File: config.mk
export PLATFORM = sky130hd
export DESIGN_NAME = perf_counter_bank
export DESIGN_NICKNAME = d
export VERILOG_FILES = /design/src/rtl/perf_pkg.sv /design/src/rtl/perf_counter_bank.sv
export SDC_FILE = /design/constraint.sdc
export NUM_CORES = 2
export LEC_CHECK = 0
export ABC_CLOCK_PERIOD_IN_PS = 3100
export BUFFER_PORTS_ARGS = -buffer_cell sky130_fd_sc_hd__buf_2
export CELL_PAD_IN_SITES_DETAIL_PLACEMENT = 1
export CELL_PAD_IN_SITES_GLOBAL_PLACEMENT = 1
export CORE_ASPECT_RATIO = 2
export CORE_MARGIN = 2
export CORE_UTILIZATION = 40
export DETAILED_ROUTE_END_ITERATION = 8
export PLACE_DENSITY_LB_ADDON = 0.1
export SYNTH_ARGS = -nofsm -noshare
export SYNTH_HDL_FRONTEND = slang
export SYNTH_SLANG_ARGS = --single-unit
File: constraint.sdc
create_clock -name clk_i -period 3.1 [get_ports clk_i]
set_input_delay 0.31 -clock clk_i [delete_from_list [all_inputs] [get_ports clk_i]]
set_output_delay 0.31 -clock clk_i [all_outputs]
set_load 0.01 [all_outputs]
File: src/rtl/perf_pkg.sv
// Assumes two retire lanes and cache state encodings that match the core FSMs
`default_nettype none

package perf_pkg;

  localparam int NRET  = 2;
  localparam int CTR_W = 64;
  // Wide enough to hold a full retire burst
  localparam int INC_W = 2;

  localparam int WB_AW = 8;
  localparam int WB_DW = 32;

  localparam logic [WB_AW-1:0] CTRL_ADDR = 8'h80;
  localparam int CTRL_EN_BIT  = 0;
  localparam int CTRL_CLR_BIT = 1;

  typedef enum logic [1:0] {
    IC_IDLE,
    IC_LOOKUP,
    IC_MISS_REQ,
    IC_MISS_WAIT
  } icache_state_e;

  // Encoding 7 is unused
  typedef enum logic [2:0] {
    DC_IDLE,
    DC_LOOKUP,
    DC_STORE_WRITE,
    DC_WB_REQ,
    DC_MISS_REQ,
    DC_WAIT_REFILL,
    DC_RESP
  } dcache_state_e;

  // Counter index and register map with two words per counter
  typedef enum logic [4:0] {
    CYCLES,
    COMMIT_CYCLES,
    COMMIT_INSTRS,
    NOCOMMIT_CYCLES,
    FE_EMPTY,
    FE_STALL,
    DEC_STALL,
    FLUSH,
    ICACHE_MISS_STALL,
    DCACHE_MISS_STALL,
    ICACHE_IDLE_CYCLES,
    ICACHE_LOOKUP_CYCLES,
    ICACHE_MISS_REQ_CYCLES,
    ICACHE_MISS_WAIT_CYCLES,
    DCACHE_IDLE_CYCLES,
    DCACHE_LOOKUP_CYCLES,
    DCACHE_STORE_WRITE_CYCLES,
    DCACHE_WB_REQ_CYCLES,
    DCACHE_MISS_REQ_CYCLES,
    DCACHE_WAIT_REFILL_CYCLES,
    DCACHE_RESP_CYCLES,
    NUM_CTRS
  } perf_ctr_e;

  typedef struct packed {
    logic [NRET-1:0] commit_valid;
    logic            fe_valid;
    logic            fe_ready;
    logic            dec_valid;
    logic            dec_ready;
    logic            icache_miss_valid;
    logic            icache_miss_ready;
    logic            dcache_miss_valid;
    logic            dcache_miss_ready;
    logic            flush;
    icache_state_e   icache_state;
    dcache_state_e   dcache_state;
  } pipe_status_t;

  typedef logic [NUM_CTRS-1:0][INC_W-1:0] ctr_inc_t;

  typedef struct packed {
    logic               cyc;
    logic               stb;
    logic               we;
    logic [WB_AW-1:0]   adr;
    logic [WB_DW-1:0]   dat;
    logic [WB_DW/8-1:0] sel;
  } wb_req_t;

  typedef struct packed {
    logic             ack;
    logic [WB_DW-1:0] dat;
  } wb_rsp_t;

endpackage

`default_nettype wire

File: src/rtl/perf_counter_bank.sv
// Counters wrap at 2^64; clear wins over the increment of the same edge
`timescale 1ns/1ps
`default_nettype none

module perf_counter_bank (
  input  logic                        clk_i,
  input  logic                        rst_ni,
  input  perf_pkg::ctr_inc_t          inc_i,
  input  logic                        clear_i,
  input  perf_pkg::perf_ctr_e         rd_idx_i,
  output logic [perf_pkg::CTR_W-1:0]  rd_value_o
);

  import perf_pkg::*;

  logic [CTR_W-1:0] ctr_q [NUM_CTRS];

  always_ff @(posedge clk_i or negedge rst_ni) begin
    if (!rst_ni) begin
      for (int i = 0; i < NUM_CTRS; i++) begin
        ctr_q[i] <= '0;
      end
    end else if (clear_i) begin
      for (int i = 0; i < NUM_CTRS; i++) begin
        ctr_q[i] <= '0;
      end
    end else begin
      for (int i = 0; i < NUM_CTRS; i++) begin
        ctr_q[i] <= ctr_q[i] + CTR_W'(inc_i[i]);
      end
    end
  end

  // Indices past the last counter read as zero
  always_comb begin
    rd_value_o = '0;
    if (rd_idx_i < NUM_CTRS) begin
      rd_value_o = ctr_q[rd_idx_i];
    end
  end

  // Sampler never hands over more than one retire burst per counter
  for (genvar g = 0; g < NUM_CTRS; g++) begin : g_inc_chk
    a_inc_bound: assert property (
      @(posedge clk_i) disable iff (!rst_ni)
      int'(inc_i[g]) <= NRET
    ) else $error("counter %0d increment %0d above retire width", g, inc_i[g]);
  end

endmodule

`default_nettype wire

==> impl_metrics.ini <==
[critical_path]
slowest_stage = mux4_2
end_kind = output port
cp_top_family = multiplexers
rrSetupSlack_ns = 0.10
cp_cell_sequence = mux4_2, mux2i_4, o22ai_2, a211o_1, buf_2
critPathKind = flop to output port
cp_slowest_stage_delay_ns = 0.53
crit_path_start_kind = flop
worst-path-buf-inv = 1
cp.arrival_ns = 2.78
crit_required_ns = 2.79
path_max_fanout = 2

[pwr]
total_power_mw = 39.14
vdd_drop_max_v = 0.0004601
p_per_area_mw_per_mm2 = 421.8
p_leak_nw = 35.09

[grt]
use_met3_pct = 2.634
grt-ovfl-total = 0
gr-usage-all-layers_pct = 32.13
grt_pass1_wl_um = 488500
grtUsageMet2_pct = 62.22
grt_pass1_vias = 77080
met1_usage_pct = 30.52
antenna_found_initial = 12
grt_max_degree = 110
top_usage_layer = met2

[timing]
rsz0062_at_grt = true
slew_violations = 0
worst_hold_slack_ns = 0.03938
fin_crit_sh_pct = 99.65
tightest_slew_ns = 0.9424
setup_viol = 0
hold_violations = 0
clock_skew_ns = 0.04014
max_slew_margin_pct = 37.17
max_freq_ghz = 0.3237
fin_crit_ns = 3.089

[logic_synthesis]
syn_area_per_cell_um2 = 9.590
synth_area_mm2 = 0.07934
ys.flop_type = dfrtp_1
seq_area_frac_synth_pct = 42.39
synth_nets = 8386
synthCells = 8273
synth-seq-cells = 1344
ys_async_sr_fraction_pct = 100.0
synth_edf_count = 0
yosys.cell_types.count = 56
synth_top_cell_area_share_pct = 42.39
yosysWarningCount = 0
yosys.area.top_type = dfrtp_1
synth_area_leaders = dfrtp_1 (42%), mux4_2 (8.7%), xor2_1 (4.8%)

[final_layout]
largest_register_ffs = 1344
syn_to_final_growth_pct = 16.94
reg_top3 = ctr_q: 1344 flops
final_cell_area_mm2 = 0.09278
fill_cells = 22120
final_nets = 8825
seq_area_mm2 = 0.03367
multi_input_area_mm2 = 0.04422
final_layout_size_suffix_gt1_share_pct = 15.91
top_register = ctr_q

[placed_design]
dp_hpwl_um = 256800
port_buffers = 113
postPlaceCellArea_mm2 = 0.08668
gp_congestion = 0.9420

[route]
firstDrtPassIters = 5
wl_per_cell_um = 28.81
routed_wirelength_um = 328000
drt-initial-drc-count = 4016
ant_nets = 0
num_vias = 71250
drc = 0
vias_per_cell = 6.259

[flow_run]
cap_viol_max_count = 0

[die]
dieWidth_um = 318.9
initial_core_util_pct = 40.19
num_io_pins = 114
std_cell_rows = 231
die_h_um = 633.8
die_area_mm2 = 0.2021
core_mm2 = 0.1974

[cts]
htree_num_levels = 4
numCtsBuffers = 149
tritoncts = yes
cts_buffer_depth = 4
clk_pin_slew_ns = 0.07
insertion_delay_ns = 0.83
numClockSinks = 1344
root_buffer = clkbuf_16

[outcome]
status = finished clean

[min_path]
min_path_type = input pin to asynchronous set/reset pin
[metal layers]
metal	up-vias	wire (µm)
met4	0	31740
met1	37080	107300
met5	-	0
met3	917	7896
met2	1602	181000
li1	31660	-
[power breakdown]
part           switching (mW)  internal [mW]  total [mW]
logic                    1.53          0.838        2.37
registers               0.190           17.7        17.9
clock network            8.03           10.9        18.9
[synth_stat cells (52+ instances only)]
| cell | number |
|---|---|
| and4_1 | 112 |
| clkbuf_1 | 356 |
| a22oi_1 | 52 |
| dfrtp_1 | 1344 |
| nor2_1 | 855 |
| o21ai_0 | 471 |
| or4_1 | 179 |
| inv_1 | 160 |
| xor2_1 | 431 |
| o22a_1 | 52 |
| or3_1 | 433 |
| nand3_1 | 497 |
| and3_1 | 131 |
| nor3_1 | 119 |
| mux2i_1 | 152 |
| nand2_1 | 445 |
| and2_1 | 61 |
| nor2b_1 | 74 |
| buf_1 | 67 |
| nor4_1 | 159 |
| mux4_2 | 308 |
| xnor2_1 | 269 |
| o31ai_1 | 150 |
| nand4_1 | 534 |
| a21oi_1 | 601 |
[per-stage QoR]
| stage | util [%] | instances | setup WS [ns] | TNS [ns] |
|---|---|---|---|---|
| 4_1_cts | 46.87 | 11380 | -0.06577 | -0.6261 |
| 2_1_floorplan | - | 8273 | 0.3945 | 0 |
| 3_5_place_dp | 43.91 | 11070 | -0.03301 | -0.03301 |
| 5_1_grt | 47.00 | 11380 | -0.009143 | -0.01274 |
| 6_report | 47.00 | 11380 | 0.01094 | 0 |
| 3_3_place_gp | 43.91 | 11070 | -0.1056 | -0.1292 |
[what timing repair did]
item / 4_1_cts / 5_1_grt
hold buffers: 44 / 0
setup endpoints to repair: 48 / 46
pin swaps: 1 / 8
gates resized for setup: 94 / 51
buffers inserted: 6 / 6
hold endpoints to repair: 219 / 0
[layout by cell type, fill, tap and decap left out, types with 52 or more instances in the layout]
cell / count
and3_1: 131
buf_4: 490
or3_1: 433
mux2i_1: 111
nor2b_1: 74
nor4_1: 146
mux4_2: 308
and2_1: 61
a21oi_1: 600
buf_12: 70
nor2_1: 855
inv_1: 160
dfrtp_1: 1317
xor2_1: 431
a22oi_1: 52
nand4_1: 534
o21ai_0: 452
o31ai_1: 150
nand3_1: 497
and4_1: 112
clkbuf_16: 153
nor3_1: 111
xnor2_1: 269
buf_2: 108
nand2_1: 445
or4_1: 177
[cell families (layout without fill, tap and decap cells)]
| logic type | after synthesis | count (layout) | share of synthesized area, % |
|---|---|---|---|
| fa+ha+maj | 63 | 63 | 1.192 |
| mux | 467 | 467 | 10.76 |
| compound gates | 1400 | 1400 | 9.982 |
| buf+inv | 589 | 1133 | 2.802 |
| simple gates | 3710 | 3710 | 25.15 |
| flops | 1344 | 1344 | 42.39 |
| other cells | 0 | 4 | 0 |
| xor+xnor | 700 | 700 | 7.727 |
[path summary, 6_finish.rpt]
path	end	cells past startpoint	start
worst max-delay path	rd_value_o[57]	5	ctr_q[569]
worst min-delay path	ctr_q[825]	2	rst_ni
worst max register to register	ctr_q[376]	8	ctr_q[320]
worst min register to register	ctr_q[383]	2	ctr_q[383]
max in group asynchronous	ctr_q[1232]	3	rst_ni
min in group clk_i	ctr_q[448]	4	inc_i[26]
[final cells by class]
type | instances | area share [%]
diodes | 4 | 0.01079
repair buffers | 716 | 6.593
flip-flops and latches | 1344 | 36.28
clock buffers | 209 | 4.741
clock inverters | 47 | 0.6055
multi-input cells | 6340 | 47.66
well taps | 2563 | 3.456
inverters | 161 | 0.6513
(Power assumes the default switching activity.)
