**config.mk**
```make
export PLATFORM = sky130hd
export DESIGN_NAME = perf_wb_regs
export DESIGN_NICKNAME = d
export VERILOG_FILES = /design/src/rtl/perf_pkg.sv /design/src/rtl/perf_wb_regs.sv
export SDC_FILE = /design/constraint.sdc
export NUM_CORES = 1
export LEC_CHECK = 0
export BUFFER_PORTS_ARGS = -buffer_cell sky130_fd_sc_hd__buf_2
export CAP_MARGIN = 5
export CORE_AREA = 2 2 85 87
export CTS_CLUSTER_SIZE = 25
export DETAILED_ROUTE_END_ITERATION = 12
export DIE_AREA = 0 0 87 89
export GPL_TIMING_DRIVEN = 0
export MAX_ROUTING_LAYER = met4
export PLACE_DENSITY = 0.85
export SLEW_MARGIN = 40
export SYNTH_ARGS = -nofsm -noshare
export SYNTH_HDL_FRONTEND = slang
export SYNTH_SLANG_ARGS = --single-unit
```
**constraint.sdc**
```tcl
create_clock -name clk_i -period 5.3 [get_ports clk_i]
set_clock_uncertainty 0.05 [all_clocks]
set_input_delay 0.795 -clock clk_i [delete_from_list [all_inputs] [get_ports clk_i]]
set_output_delay 0.795 -clock clk_i [all_outputs]
set_load 0.01 [all_outputs]
```
**src/rtl/perf_pkg.sv**
```systemverilog
// Assumes two retire lanes and cache state encodings that match the core FSMs
`default_nettype none

package perf_pkg;

  localparam int NRET  = 2;
  localparam int CTR_W = 64;
  // Wide enough to hold a full retire burst
  localparam int INC_W = 2;

  localparam int WB_AW = 8;
  localparam int WB_DW = 32;

  localparam logic [WB_AW-1:0] CTRL_ADDR = 8'h80;
  localparam int CTRL_EN_BIT  = 0;
  localparam int CTRL_CLR_BIT = 1;

  typedef enum logic [1:0] {
    IC_IDLE,
    IC_LOOKUP,
    IC_MISS_REQ,
    IC_MISS_WAIT
  } icache_state_e;

  // Encoding 7 is unused
  typedef enum logic [2:0] {
    DC_IDLE,
    DC_LOOKUP,
    DC_STORE_WRITE,
    DC_WB_REQ,
    DC_MISS_REQ,
    DC_WAIT_REFILL,
    DC_RESP
  } dcache_state_e;

  // Counter index and register map with two words per counter
  typedef enum logic [4:0] {
    CYCLES,
    COMMIT_CYCLES,
    COMMIT_INSTRS,
    NOCOMMIT_CYCLES,
    FE_EMPTY,
    FE_STALL,
    DEC_STALL,
    FLUSH,
    ICACHE_MISS_STALL,
    DCACHE_MISS_STALL,
    ICACHE_IDLE_CYCLES,
    ICACHE_LOOKUP_CYCLES,
    ICACHE_MISS_REQ_CYCLES,
    ICACHE_MISS_WAIT_CYCLES,
    DCACHE_IDLE_CYCLES,
    DCACHE_LOOKUP_CYCLES,
    DCACHE_STORE_WRITE_CYCLES,
    DCACHE_WB_REQ_CYCLES,
    DCACHE_MISS_REQ_CYCLES,
    DCACHE_WAIT_REFILL_CYCLES,
    DCACHE_RESP_CYCLES,
    NUM_CTRS
  } perf_ctr_e;

  typedef struct packed {
    logic [NRET-1:0] commit_valid;
    logic            fe_valid;
    logic            fe_ready;
    logic            dec_valid;
    logic            dec_ready;
    logic            icache_miss_valid;
    logic            icache_miss_ready;
    logic            dcache_miss_valid;
    logic            dcache_miss_ready;
    logic            flush;
    icache_state_e   icache_state;
    dcache_state_e   dcache_state;
  } pipe_status_t;

  typedef logic [NUM_CTRS-1:0][INC_W-1:0] ctr_inc_t;

  typedef struct packed {
    logic               cyc;
    logic               stb;
    logic               we;
    logic [WB_AW-1:0]   adr;
    logic [WB_DW-1:0]   dat;
    logic [WB_DW/8-1:0] sel;
  } wb_req_t;

  typedef struct packed {
    logic             ack;
    logic [WB_DW-1:0] dat;
  } wb_rsp_t;

endpackage

`default_nettype wire

```
**src/rtl/perf_wb_regs.sv**
```systemverilog
// Classic Wishbone single access only; read the low half of a counter before its high half
`timescale 1ns/1ps
`default_nettype none

module perf_wb_regs (
  input  logic                       clk_i,
  input  logic                       rst_ni,
  input  perf_pkg::wb_req_t          wb_req_i,
  output perf_pkg::wb_rsp_t          wb_rsp_o,
  output perf_pkg::perf_ctr_e        rd_idx_o,
  input  logic [perf_pkg::CTR_W-1:0] rd_value_i,
  output logic                       count_en_o,
  output logic                       clear_o
);

  import perf_pkg::*;

  logic             access;
  logic             is_ctrl;
  logic             is_ctr;
  logic             is_hi;
  logic             ctrl_wr;
  logic             ack_q;
  logic             enable_q;
  logic [WB_DW-1:0] rdata_d;
  logic [WB_DW-1:0] rdata_q;
  logic [WB_DW-1:0] hi_latch_q;

  assign access  = wb_req_i.cyc && wb_req_i.stb;
  assign is_ctrl = (wb_req_i.adr == CTRL_ADDR);
  assign is_ctr  = (wb_req_i.adr < WB_AW'(2 * NUM_CTRS));
  assign is_hi   = wb_req_i.adr[0];

  // Word address pairs map onto one counter
  assign rd_idx_o = perf_ctr_e'(wb_req_i.adr[$bits(perf_ctr_e):1]);

  always_comb begin
    rdata_d = '0;
    if (is_ctrl) begin
      rdata_d[CTRL_EN_BIT] = enable_q;
    end else if (is_ctr) begin
      rdata_d = is_hi ? hi_latch_q : rd_value_i[WB_DW-1:0];
    end
  end

  // Control write lands at the end of the ack cycle
  assign ctrl_wr = ack_q && access && wb_req_i.we && is_ctrl && wb_req_i.sel[0];
  assign clear_o = ctrl_wr && wb_req_i.dat[CTRL_CLR_BIT];

  always_ff @(posedge clk_i or negedge rst_ni) begin
    if (!rst_ni) begin
      ack_q    <= 1'b0;
      enable_q <= 1'b1;
    end else begin
      ack_q <= access && !ack_q;
      if (ctrl_wr) begin
        enable_q <= wb_req_i.dat[CTRL_EN_BIT];
      end
    end
  end

  always_ff @(posedge clk_i) begin
    if (access && !ack_q) begin
      rdata_q <= rdata_d;
    end
    // Snapshot of the upper word keeps a 64-bit read coherent
    if (access && !ack_q && !wb_req_i.we && is_ctr && !is_hi) begin
      hi_latch_q <= rd_value_i[CTR_W-1:WB_DW];
    end
  end

  assign count_en_o   = enable_q;
  assign wb_rsp_o.ack = ack_q;
  assign wb_rsp_o.dat = rdata_q;

  // Master keeps the strobe up until it has seen ack
  a_ack_in_cycle: assert property (
    @(posedge clk_i) disable iff (!rst_ni)
    wb_rsp_o.ack |-> (wb_req_i.cyc && wb_req_i.stb)
  ) else $error("ack raised outside an active bus cycle");

endmodule

`default_nettype wire

```
==> flow_summary.json <==
{
  "fin_crit_sh_pct": 48.0,
  "startpoint_type": "primary input",
  "post_cts_resized": 0,
  "start_util_pct": 39.0,
  "cts_root_buf": "clkbuf_8",
  "route.detailed.wl_per_inst_um": 14.5,
  "crit_type": "in2out",
  "hold_class": "in2async",
  "vdd_drop_max_v": 0.000181,
  "grt_usage_pct": 14.7,
  "grt_max_degree": 20,
  "num-fill-cells": 579,
  "reg2reg_depth": 5,
  "busiest_layer": "met2",
  "use_met1_pct": 16.5,
  "syn-cell-area_um2": 2620,
  "place_ws_ns": 2.58,
  "grt_pass1_wl_um": 8090,
  "maxCapViolCount": 0,
  "rrSetupSlack_ns": 3.14,
  "ios": 153,
  "dpl.cell_count": 360,
  "multi_input_area_um2": 581,
  "cts.clk_slew.worst_paths_ns": 0.06,
  "postCtsSetupBuffers": 0,
  "met3_usage_pct": 4.99,
  "syn_to_final_growth_pct": 38.4,
  "wl_um": 5460,
  "syn_area_per_cell_um2": 16.7,
  "post-route-drc-count": 0,
  "tritoncts": "yes",
  "p_leak_nw": 1.61,
  "grt_remaining_overflow": 0,
  "cts_hold_buf": 0,
  "fp.dieH_um": 89,
  "via_per_inst": 4.64,
  "die_x_um": 87,
  "endpoint_kind": "primary output",
  "nNetsFinal": 404,
  "clk_path_buf_depth": 2,
  "io_buffers": 118,
  "fmax_mhz": 393,
  "syn_nets": 270,
  "ys_seq_area_share_pct": 75.4,
  "drt_pass1_iterations": 4,
  "clock_latency_ns": 0.32,
  "worst_hold_slack_ns": 0.200,
  "status": "completed",
  "synth_warnings": 0,
  "fin_tns_setup_ns": 0,
  "dp.final_hpwl_um": 4230,
  "htree_levels": 3,
  "die-area_um2": 7740,
  "stdcell_count": 377,
  "max_slew_margin_pct": 63.6,
  "maxSlewViolCount": 0,
  "finalHoldViolations": 0,
  "critPathMaxFanout": 3,
  "critical_path_required_ns": 4.45,
  "setup_ws_ns": 2.75,
  "fin_crit_ns": 2.55,
  "rows": 30,
  "synth_cell_type_count": 21,
  "powerDensity_nw_per_um2": 322,
  "via_count": 1749,
  "numCtsBuffers": 9,
  "cts_sinks": 66,
  "r2r-end": "hi_latch_q[9]",
  "worst_slew_pin_slew_ns": 0.545,
  "rsz0062_at_grt": "false",
  "drive_above_1_share_pct": 51.7,
  "r2r-start": "ack_q",
  "globalplace.congestion": 0.748,
  "worst_ep_arrival_time_ns": 1.70,
  "synthCells": 157,
  "drtIter0Drc": 57,
  "use_met2_pct": 23.0,
  "first_global_vias": 1774,
  "ys_ff_latch": 66,
  "core_um2": 6720,
  "ant_nets": 0,
  "seq_area_um2": 1970,
  "setup-violations-final": 0,
  "grt_antenna_before_repair": 1,
  "totalPowerFinal_w": 0.00117
}
## worst max path at each step
stage,start,endpoint,slack [ns]
final,wb_req_i[39],clear_o,2.75
after global routing,wb_req_i[39],clear_o,2.67
after CTS,wb_req_i[39],clear_o,2.73
after detailed placement,wb_req_i[46],hi_latch_q[10],2.58
after global placement,wb_req_i[46],hi_latch_q[4],-1.09
after floorplan,wb_req_i[46],hi_latch_q[0],0.52
## cells in the final DEF (no fill, tap or decap), drive strengths merged, types with 2 or more instances in the layout
cell type	synthesis	final
nor2	33	33
bufinv	0	3
nor4b	2	2
nand2	2	2
clkbuf	3	13
edfxtp	64	64
mux2i	32	32
clkinv	0	2
buf	10	133
## power breakdown
part           switching, W  internal, W
clock network      0.000182     0.000310
registers        0.00000245     0.000583
logic             0.0000445    0.0000468
## per-stage QoR
step | utilization (%) | instance area (um^2)
final | 53.9 | 3620
after global routing | 53.9 | 3620
after CTS | 53.9 | 3620
after detailed placement | 50.4 | 3390
after global placement | 49.3 | 3310
after floorplan | - | 2620
## area by class of cell
| type | count | share of cell area [%] |
|---|---|---|
| sequential | 66 | 54.5 |
| multi-input combinational | 77 | 16.0 |
| clock buffer | 10 | 3.52 |
| antenna | 1 | 0.0691 |
| inverter | 1 | 0.104 |
| tap | 80 | 2.76 |
| timing repair buffer | 123 | 17.9 |
| buffer | 13 | 2.28 |
| clock inverter | 6 | 2.90 |
## cell usage after synthesis
cell,number,area (um^2)
a211oi_1,1,7.51
and4_1,1,8.76
buf_2,3,15.0
buf_4,6,45.0
buf_6,1,11.3
clkbuf_1,3,11.3
dfrtp_1,1,25.0
dfstp_2,1,26.3
edfxtp_1,64,1920
inv_1,1,3.75
mux2_4,1,15.0
mux2i_1,32,320
nand2_1,2,7.51
nand3_1,1,5.00
nand4_2,1,12.5
nor2_1,33,124
nor4_2,1,12.5
nor4b_1,1,8.76
nor4b_4,1,23.8
o211ai_1,1,7.51
o21ai_1,1,5.00
## critical path, cell delays in order
cell and delay (ns):
buf_2 0.12, nor4_2 0.35, nand4_2 0.17, nor2_1 0.12, buf_2 0.14
## state kept, by name, summed over array words and instances (netlist names)
| register | cells |
|---|---|
| count_en_o | 1 |
| hi_latch_q | 32 |
| ack_q | 1 |
| rdata_q | 32 |
## kinds of logic after synthesis
family | share of synthesized area, %
and+or+nand+nor | 7.74
DFF | 75.4
AOI/OAI and AO/OA | 0.765
buffers and inverters | 3.30
muxes | 12.8
## metal layers
| layer | routed length, um | vias to the layer above | share of wire, % |
|---|---|---|---|
| li1 | - | 847 | - |
| met1 | 2250 | 807 | 41 |
| met2 | 2680 | 83 | 49 |
| met3 | 410 | 12 | 7.5 |
| met4 | 119 | 0 | 2.2 |
| met5 | 0 | - | 0 |
Note: power is estimated with default switching activity, not from simulation.
