--- config.mk ---
export PLATFORM = sky130hd
export DESIGN_NAME = perf_event_sampler
export DESIGN_NICKNAME = d
export VERILOG_FILES = /design/src/rtl/perf_pkg.sv /design/src/rtl/perf_event_sampler.sv
export SDC_FILE = /design/constraint.sdc
export NUM_CORES = 1
export LEC_CHECK = 0
export BUFFER_PORTS_ARGS = -buffer_cell sky130_fd_sc_hd__buf_2
export CORE_UTILIZATION = 45
export CTS_CLUSTER_SIZE = 20
export DETAILED_ROUTE_END_ITERATION = 12
export PLACE_DENSITY = 0.93
export SYNTH_ARGS = -nofsm -noshare
export SYNTH_HDL_FRONTEND = slang
export SYNTH_SLANG_ARGS = --single-unit
--- constraint.sdc ---
create_clock -name clk_i -period 0.8 [get_ports clk_i]
set_clock_uncertainty 0.1 [all_clocks]
set_input_delay 0.12 -clock clk_i [delete_from_list [all_inputs] [get_ports clk_i]]
set_output_delay 0.12 -clock clk_i [all_outputs]
set_load 0.01 [all_outputs]
--- src/rtl/perf_pkg.sv ---
// Assumes two retire lanes and cache state encodings that match the core FSMs
`default_nettype none

package perf_pkg;

  localparam int NRET  = 2;
  localparam int CTR_W = 64;
  // Wide enough to hold a full retire burst
  localparam int INC_W = 2;

  localparam int WB_AW = 8;
  localparam int WB_DW = 32;

  localparam logic [WB_AW-1:0] CTRL_ADDR = 8'h80;
  localparam int CTRL_EN_BIT  = 0;
  localparam int CTRL_CLR_BIT = 1;

  typedef enum logic [1:0] {
    IC_IDLE,
    IC_LOOKUP,
    IC_MISS_REQ,
    IC_MISS_WAIT
  } icache_state_e;

  // Encoding 7 is unused
  typedef enum logic [2:0] {
    DC_IDLE,
    DC_LOOKUP,
    DC_STORE_WRITE,
    DC_WB_REQ,
    DC_MISS_REQ,
    DC_WAIT_REFILL,
    DC_RESP
  } dcache_state_e;

  // Counter index and register map with two words per counter
  typedef enum logic [4:0] {
    CYCLES,
    COMMIT_CYCLES,
    COMMIT_INSTRS,
    NOCOMMIT_CYCLES,
    FE_EMPTY,
    FE_STALL,
    DEC_STALL,
    FLUSH,
    ICACHE_MISS_STALL,
    DCACHE_MISS_STALL,
    ICACHE_IDLE_CYCLES,
    ICACHE_LOOKUP_CYCLES,
    ICACHE_MISS_REQ_CYCLES,
    ICACHE_MISS_WAIT_CYCLES,
    DCACHE_IDLE_CYCLES,
    DCACHE_LOOKUP_CYCLES,
    DCACHE_STORE_WRITE_CYCLES,
    DCACHE_WB_REQ_CYCLES,
    DCACHE_MISS_REQ_CYCLES,
    DCACHE_WAIT_REFILL_CYCLES,
    DCACHE_RESP_CYCLES,
    NUM_CTRS
  } perf_ctr_e;

  typedef struct packed {
    logic [NRET-1:0] commit_valid;
    logic            fe_valid;
    logic            fe_ready;
    logic            dec_valid;
    logic            dec_ready;
    logic            icache_miss_valid;
    logic            icache_miss_ready;
    logic            dcache_miss_valid;
    logic            dcache_miss_ready;
    logic            flush;
    icache_state_e   icache_state;
    dcache_state_e   dcache_state;
  } pipe_status_t;

  typedef logic [NUM_CTRS-1:0][INC_W-1:0] ctr_inc_t;

  typedef struct packed {
    logic               cyc;
    logic               stb;
    logic               we;
    logic [WB_AW-1:0]   adr;
    logic [WB_DW-1:0]   dat;
    logic [WB_DW/8-1:0] sel;
  } wb_req_t;

  typedef struct packed {
    logic             ack;
    logic [WB_DW-1:0] dat;
  } wb_rsp_t;

endpackage

`default_nettype wire

--- src/rtl/perf_event_sampler.sv ---
// Status is sampled every cycle with no handshake; increments lag the status by one cycle
`timescale 1ns/1ps
`default_nettype none

module perf_event_sampler (
  input  logic                   clk_i,
  input  logic                   rst_ni,
  input  perf_pkg::pipe_status_t status_i,
  input  logic                   count_en_i,
  output perf_pkg::ctr_inc_t     inc_o
);

  import perf_pkg::*;

  logic [INC_W-1:0] n_commit;
  logic             any_commit;
  ctr_inc_t         inc_d;

  // Popcount of the retire mask
  always_comb begin
    n_commit = '0;
    for (int i = 0; i < NRET; i++) begin
      n_commit = n_commit + INC_W'(status_i.commit_valid[i]);
    end
  end

  assign any_commit = |status_i.commit_valid;

  always_comb begin
    inc_d = '0;
    if (count_en_i) begin
      inc_d[CYCLES]          = INC_W'(1);
      inc_d[COMMIT_INSTRS]   = n_commit;
      inc_d[COMMIT_CYCLES]   = INC_W'(any_commit);
      inc_d[NOCOMMIT_CYCLES] = INC_W'(!any_commit);

      inc_d[FE_EMPTY]  = INC_W'(!status_i.fe_valid);
      inc_d[FE_STALL]  = INC_W'(status_i.fe_valid && !status_i.fe_ready);
      inc_d[DEC_STALL] = INC_W'(status_i.dec_valid && !status_i.dec_ready);
      inc_d[FLUSH]     = INC_W'(status_i.flush);

      // Miss request held with no grant
      inc_d[ICACHE_MISS_STALL] =
        INC_W'(status_i.icache_miss_valid && !status_i.icache_miss_ready);
      inc_d[DCACHE_MISS_STALL] =
        INC_W'(status_i.dcache_miss_valid && !status_i.dcache_miss_ready);

      // State counters are laid out in encoding order
      inc_d[int'(ICACHE_IDLE_CYCLES) + int'(status_i.icache_state)] = INC_W'(1);
      if (status_i.dcache_state <= DC_RESP) begin
        inc_d[int'(DCACHE_IDLE_CYCLES) + int'(status_i.dcache_state)] = INC_W'(1);
      end
    end
  end

  always_ff @(posedge clk_i or negedge rst_ni) begin
    if (!rst_ni) begin
      inc_o <= '0;
    end else begin
      inc_o <= inc_d;
    end
  end

  // D-cache FSM never reaches the spare encoding
  a_dcache_state_legal: assert property (
    @(posedge clk_i) disable iff (!rst_ni)
    status_i.dcache_state <= DC_RESP
  ) else $error("D-cache state takes unused encoding %0d", status_i.dcache_state);

endmodule

`default_nettype wire

==> summary.md, run 1 <==
| Metric | Value |
|---|---|
| Status | `finished, violations left` |
| Failing checks | `hold timing, setup timing` |
| #FFs+latches synth | `22` |
| H-tree levels | `1` |
| DRC errors left | `0` |
| Slowest cell on crit path | `dfrtp_1` |
| Layout Nets | `168` |
| Fillers | `172` |
| GR Overflow Total | `0` |
| Type of origin of the critical path | `flop` |
| LEAKAGE | `0.753 nW` |
| Share of layout cells above drive strength 1 | `44.0%` |
| Critical Path Max Stage Delay | `390 ps` |
| Total track usage | `18.1%` |
| Crit-path max FO | `1` |
| Top reg by flops | `inc_o` |
| Number of global-route vias before repair | `733` |
| Worst Setup End Kind | `output pin` |
| Final period utilization | `130%` |
| Critical path class | `reg -> out` |
| Post-synthesis cell area | `1020 um2` |
| Unrepaired setup endpoints after global routing | `yes` |
| Wire per inst | `11.1 um` |
| Min Tclk post-route | `1040 ps` |
| Die width | `49.7 um` |
| Routed Antenna Nets | `0` |
| Cells after synthesis | `90` |
| # rows | `16` |
| Hold path start | `status_i[3]` |
| Multi-input logic area | `417 um2` |
| Root Buffer | `clkbuf_4` |
| Final setup viols | `22` |
| CP arrival | `820 ps` |
| Total Wirelength | `1.86 mm` |
| Initial Utilization | `50.1%` |
| First-pass GRT wire length | `3.17 mm` |
| Syn. warnings | `0` |
| Worst hold-check path type | `in -> reg` |
| CTS clk-pin slew, worst paths | `100 ps` |
| Max-slew violation count | `0` |
| Post-synth EDFFs | `0` |
| Diode count | `0` |
| Max cap viols | `0` |
| Number of I/O port buffers | `40` |
| Final Hold Viols | `5` |
| Routability cong. | `0.772` |
| Avg Synthesized Cell Area | `11.4 um2` |
| Fmax | `958 MHz` |
| Async set or reset register ratio after synthesis | `100%` |
| Initial antenna violation count | `0` |
| Total die area | `2470 um2` |
| Final Non-Filler Cells | `168` |
| Placed insts | `162` |
| Post-CTS Setup Repair Bufs | `0` |
| Cell variety after synth | `22` |
| Peak supply drop | `0.788 mV` |
| Sequential fraction of the synthesis area | `53.9%` |
| Die H | `49.7 um` |
| Synth top area share | `53.9%` |
| DRT iter0 DRCs | `3` |
| Hold buffer count at CTS | `4` |
| Layout area overhead | `32.1%` |
| Largest net degree at the start of global routing | `23` |
| Register area | `551 um2` |
| Via Count | `727` |
| Power Dens Cells | `1470 nW/um2` |
| Boundary Pins | `61` |
| Ys flop type | `dfrtp_1` |
| Cts bufs inserted | `3` |
| CTS tree | `done` |
| Critical-path cell list | `buf_2` |
| Delay-heaviest family, CP | `flip-flops` |
| Max Buffers Root-to-Sink | `2` |
| Max reg flops | `22` |
| Drt pass-1 iters | `4` |
| Cell taking the most area after synthesis | `dfrtp_1` |
| Buf+Inv Stages, Crit Path | `1` |
| CP required | `580 ps` |
| Sink Count | `22` |
| Top area cells in the synthesized netlist | `dfrtp_1 54%, buf_4 15%, ha_1 7.3%` |
| Critical path origin | `inc_o[40]` |
| Post-DR vias/cell | `4.33` |
| Setup ws final | `-243 ps` |
| Largest registers | `inc_o x22` |
| Final HPWL DP | `1.50 mm` |
| Worst hold margin | `-61.0 ps` |
| Core region area | `2040 um2` |
## logic make-up after synthesis
| kind of cell | share of synthesized area [%] |
|---|---|
| AND/OR/NAND/NOR | 16.3 |
| buffers and inverters | 17.0 |
| flip-flops | 53.9 |
| AO/OA/AOI/OAI | 5.14 |
| adder cells (fa/ha/maj) | 7.34 |
| other | 0.367 |
## path summary, 6_finish.rpt
kind,slack [ps],endpoint,cells past startpoint
max,-240,inc_o[40],1
min,-60,inc_o[20],2
max in group asynchronous,90,inc_o[20],2
min in group asynchronous,200,inc_o[14],2
## routing by layer
layer / wire length, um / track usage [%] / up-vias
met3: 181 / 3.70 / 4
met4: 38 / 13.8 / 0
met1: 707 / 19.3 / 321
met2: 937 / 30.9 / 52
met5: 0 / 0 / -
li1: - / - / 350
## final cells by class
cell class              count  share of cell area (%)
multi-input cells          61                    30.9
repair buffers             50                    21.9
well taps                  27                    2.50
inverters                   5                    2.32
flip-flops and latches     22                    40.8
clock buffers               3                    1.67
## layout by cell type (no fill, tap or decap), types with 2 or more instances in the layout
master	Yosys	layout
ha_4	0	2
buf_2	0	38
nand2b_1	2	2
buf_4	20	7
nor3_1	2	2
inv_1	5	3
o22ai_2	2	2
nand3b_1	3	3
and2_1	4	4
conb_1	1	20
dfrtp_1	22	22
nand2_1	5	4
nor2_1	6	6
buf_6	0	2
ha_1	6	4
dlygate4sd3_1	0	3
clkbuf_4	0	3
nor2b_1	3	2
## cells in the mapped netlist (2+ instances only)
cell / n
nand2_1: 5
nand2b_1: 2
dfrtp_1: 22
nand3b_1: 3
o22ai_2: 2
inv_1: 5
and2_1: 4
nor2_1: 6
nor3_1: 2
ha_1: 6
nor2b_1: 3
buf_4: 20
## stage by stage
step	instance area, um2	TNS (ps)	util [%]	total power [W]	worst slack, ps
floorplan	1150	-612	-	0.00144	-114
global placement	1280	-3840	62.7	0.00153	-357
detailed placement	1280	-4230	62.7	0.00155	-394
CTS	1360	-4930	66.6	0.00202	-248
global route	1350	-5830	66.1	0.00213	-286
finish	1350	-4620	66.1	0.00199	-243
## where the power goes
group / switching (W) / internal, W / total, W
registers: 0.00000989 / 0.00115 / 0.00116
clock network: 0.000270 / 0.000175 / 0.000445
logic: 0.000217 / 0.000164 / 0.000380
## timing repair
item	4_1_cts	5_1_grt
pin swaps	3	1
gates cloned	0	0
setup endpoints to repair	28	24
gates resized for setup	5	0
hold endpoints to repair	29	5
Power figures use the tool's default switching activity.
==> run 2: changes to the inputs <==
CORE_MARGIN = 3   (was unset)
RECOVER_POWER = 50   (was unset)
==> summary.md, run 2 (synthesized netlist as in run 1, its figures left out) <==
| Metric | Value |
|---|---|
| Status | `finished, violations left (unchanged)` |
| Failing checks | `hold timing, setup timing (unchanged)` |
| Die width | `53.7 um (was 49.7 um)` |
| Type of origin of the critical path | `flop (unchanged)` |
| Crit-path max FO | `1 (unchanged)` |
| Layout area overhead | `33.9% (was 32.1%)` |
| Most common cell after layout, fill and taps aside | `buf_2 (unchanged)` |
| Final period utilization | `129% (was 130%)` |
| Final setup viols | `23 (was 22)` |
| CP required | `580 ps (about the same)` |
| Delay-heaviest family, CP | `flip-flops (unchanged)` |
| Fillers | `162 (was 172)` |
| Final Cell Area | `1370 um2 (was 1350 um2)` |
| Psw | `0.000504 W (was 0.000496 W)` |
| Top reg by flops | `inc_o (unchanged)` |
| Final Hold Viols | `5 (unchanged)` |
| Worst Setup End Kind | `output pin (unchanged)` |
| Slowest cell on crit path | `dfrtp_1 (unchanged)` |
| First-pass GRT wire length | `3.19 mm (was 3.17 mm)` |
| Layout Nets | `167 (was 168)` |
| Dpl ws | `-378 ps (was -394 ps)` |
| H-tree levels | `1 (unchanged)` |
| Max-slew violation count | `0 (unchanged)` |
| CTS clk-pin slew, worst paths | `100 ps (about the same)` |
| Worst hold margin | `-46.3 ps (was -61.0 ps)` |
| LEAKAGE | `0.752 nW (was 0.753 nW)` |
| Max cap viols | `0 (unchanged)` |
| CP arrival | `810 ps (was 820 ps)` |
| Setup ws final | `-235 ps (was -243 ps)` |
| Cts bufs inserted | `3 (unchanged)` |
| Largest net degree at the start of global routing | `23 (unchanged)` |
| Fmax | `966 MHz (was 958 MHz)` |
| DRC errors left | `0 (unchanged)` |
| Wire per inst | `12.5 um (was 11.1 um)` |
| CTS tree | `done (unchanged)` |
| Via Count | `741 (was 727)` |
| Final HPWL DP | `1.71 mm (was 1.50 mm)` |
| Core region area | `2060 um2 (was 2040 um2)` |
| Setup_tns | `-4740 ps (was -4620 ps)` |
| Initial Utilization | `49.6% (was 50.1%)` |
| Power Dens Cells | `1460 nW/um2 (was 1470 nW/um2)` |
| GR Overflow Total | `0 (unchanged)` |
| Sink Count | `22 (unchanged)` |
| Critical Path Max Stage Delay | `390 ps (about the same)` |
| Critical path class | `reg -> out (unchanged)` |
| Die H | `53.7 um (was 49.7 um)` |
| Total Wirelength | `2.08 mm (was 1.86 mm)` |
| Sw Ratio | `25.2% (was 25.0%)` |
| Largest registers | `inc_o x22 (unchanged)` |
| Initial antenna violation count | `0 (unchanged)` |
| Routed Antenna Nets | `0 (unchanged)` |
| Total track usage | `16.1% (was 18.1%)` |
| Post-CTS Setup Repair Bufs | `0 (unchanged)` |
| Total die area | `2880 um2 (was 2470 um2)` |
| Critical-path cell list | `buf_2 (unchanged)` |
| Int Pwr | `0.00150 W (was 0.00149 W)` |
| Commonest non-fill, non-tap cells in the layout | `33 x buf_2, 22 x dfrtp_1, 20 x conb_1, 6 x nor2_1 (was 38 x buf_2, 22 x dfrtp_1, 20 x conb_1, 7 x buf_4, 6 x nor2_1)` |
| Drt pass-1 iters | `4 (unchanged)` |
| Post-DR vias/cell | `4.44 (was 4.33)` |
| Sequential power share | `58.3% (was 58.5%)` |
| # rows | `16 (unchanged)` |
| Placed cell areas | `1280 um2 (unchanged)` |
| Root Buffer | `clkbuf_4 (unchanged)` |
| Max Buffers Root-to-Sink | `2 (unchanged)` |
| Number of global-route vias before repair | `726 (was 733)` |
| DRT iter0 DRCs | `6 (was 3)` |
| Buf+Inv Stages, Crit Path | `1 (unchanged)` |
| Routability cong. | `0.768 (was 0.772)` |
| Hold buffer count at CTS | `3 (was 4)` |
| Peak supply drop | `0.934 mV (was 0.788 mV)` |
| Diode count | `0 (unchanged)` |
| Unrepaired setup endpoints after global routing | `yes (unchanged)` |
| Max reg flops | `22 (unchanged)` |
| Min Tclk post-route | `1030 ps (was 1040 ps)` |
| Logic pwr share | `19.5% (was 19.1%)` |
| Clock share of power | `22.3% (was 22.4%)` |
| Worst hold-check path type | `in -> reg (unchanged)` |
| Number of I/O port buffers | `40 (unchanged)` |
| Share of layout cells above drive strength 1 | `43.6% (was 44.0%)` |
| Final core occ | `66.4% (was 66.1%)` |
| Boundary Pins | `61 (unchanged)` |
==> run 2: per-layer routing <==
layer | GRT usage (%) | vias up | routed length, um
met5 | 0 | - | 0
met4 | 13.2 | 0 | 79
met3 | 1.11 | 6 | 191
met2 | 29.6 | 53 | 1010
met1 | 16.5 | 332 | 801
li1 | - | 350 | -
==> run 2: power by group through the flow <==
stage               Combinational [W]  Clock (W)  Sequential (W)
floorplan                    0.000228          0         0.00121
global placement             0.000346          0         0.00119
detailed placement           0.000361          0         0.00119
CTS                          0.000385   0.000464         0.00117
global route                 0.000435   0.000507         0.00117
finish                       0.000390   0.000446         0.00117
==> run 2: final timing paths <==
kind / start / end / slack (ps) / cells after the start
min: status_i[3] / inc_o[20] / -50 / 2
min in group asynchronous: rst_ni / inc_o[10] / 190 / 2
max in group asynchronous: rst_ni / inc_o[24] / 190 / 2
max: inc_o[0] / inc_o[0] / -230 / 1
==> run 2: area by class of cell <==
| class | instances | area, um2 | area share, % |
|---|---|---|---|
| clock buffer | 3 | 22.5 | 1.65 |
| tap | 27 | 33.8 | 2.47 |
| multi-input combinational | 61 | 424 | 31.0 |
| timing repair buffer | 49 | 307 | 22.4 |
| sequential | 22 | 551 | 40.2 |
| inverter | 5 | 31.3 | 2.29 |
==> run 2: what timing repair did <==
| item | in CTS | in global routing |
|---|---|---|
| hold endpoints to repair | 29 | 5 |
| setup endpoints to repair | 29 | 50 |
| pin swaps | 3 | 3 |
| gates resized for setup | 6 | 5 |
==> run 2: metrics by stage <==
step | instances | power [W]
final | 167 | 0.00200
after global routing | 167 | 0.00211
after CTS | 168 | 0.00201
after detailed placement | 162 | 0.00155
after global placement | 162 | 0.00153
after floorplan | 109 | 0.00144
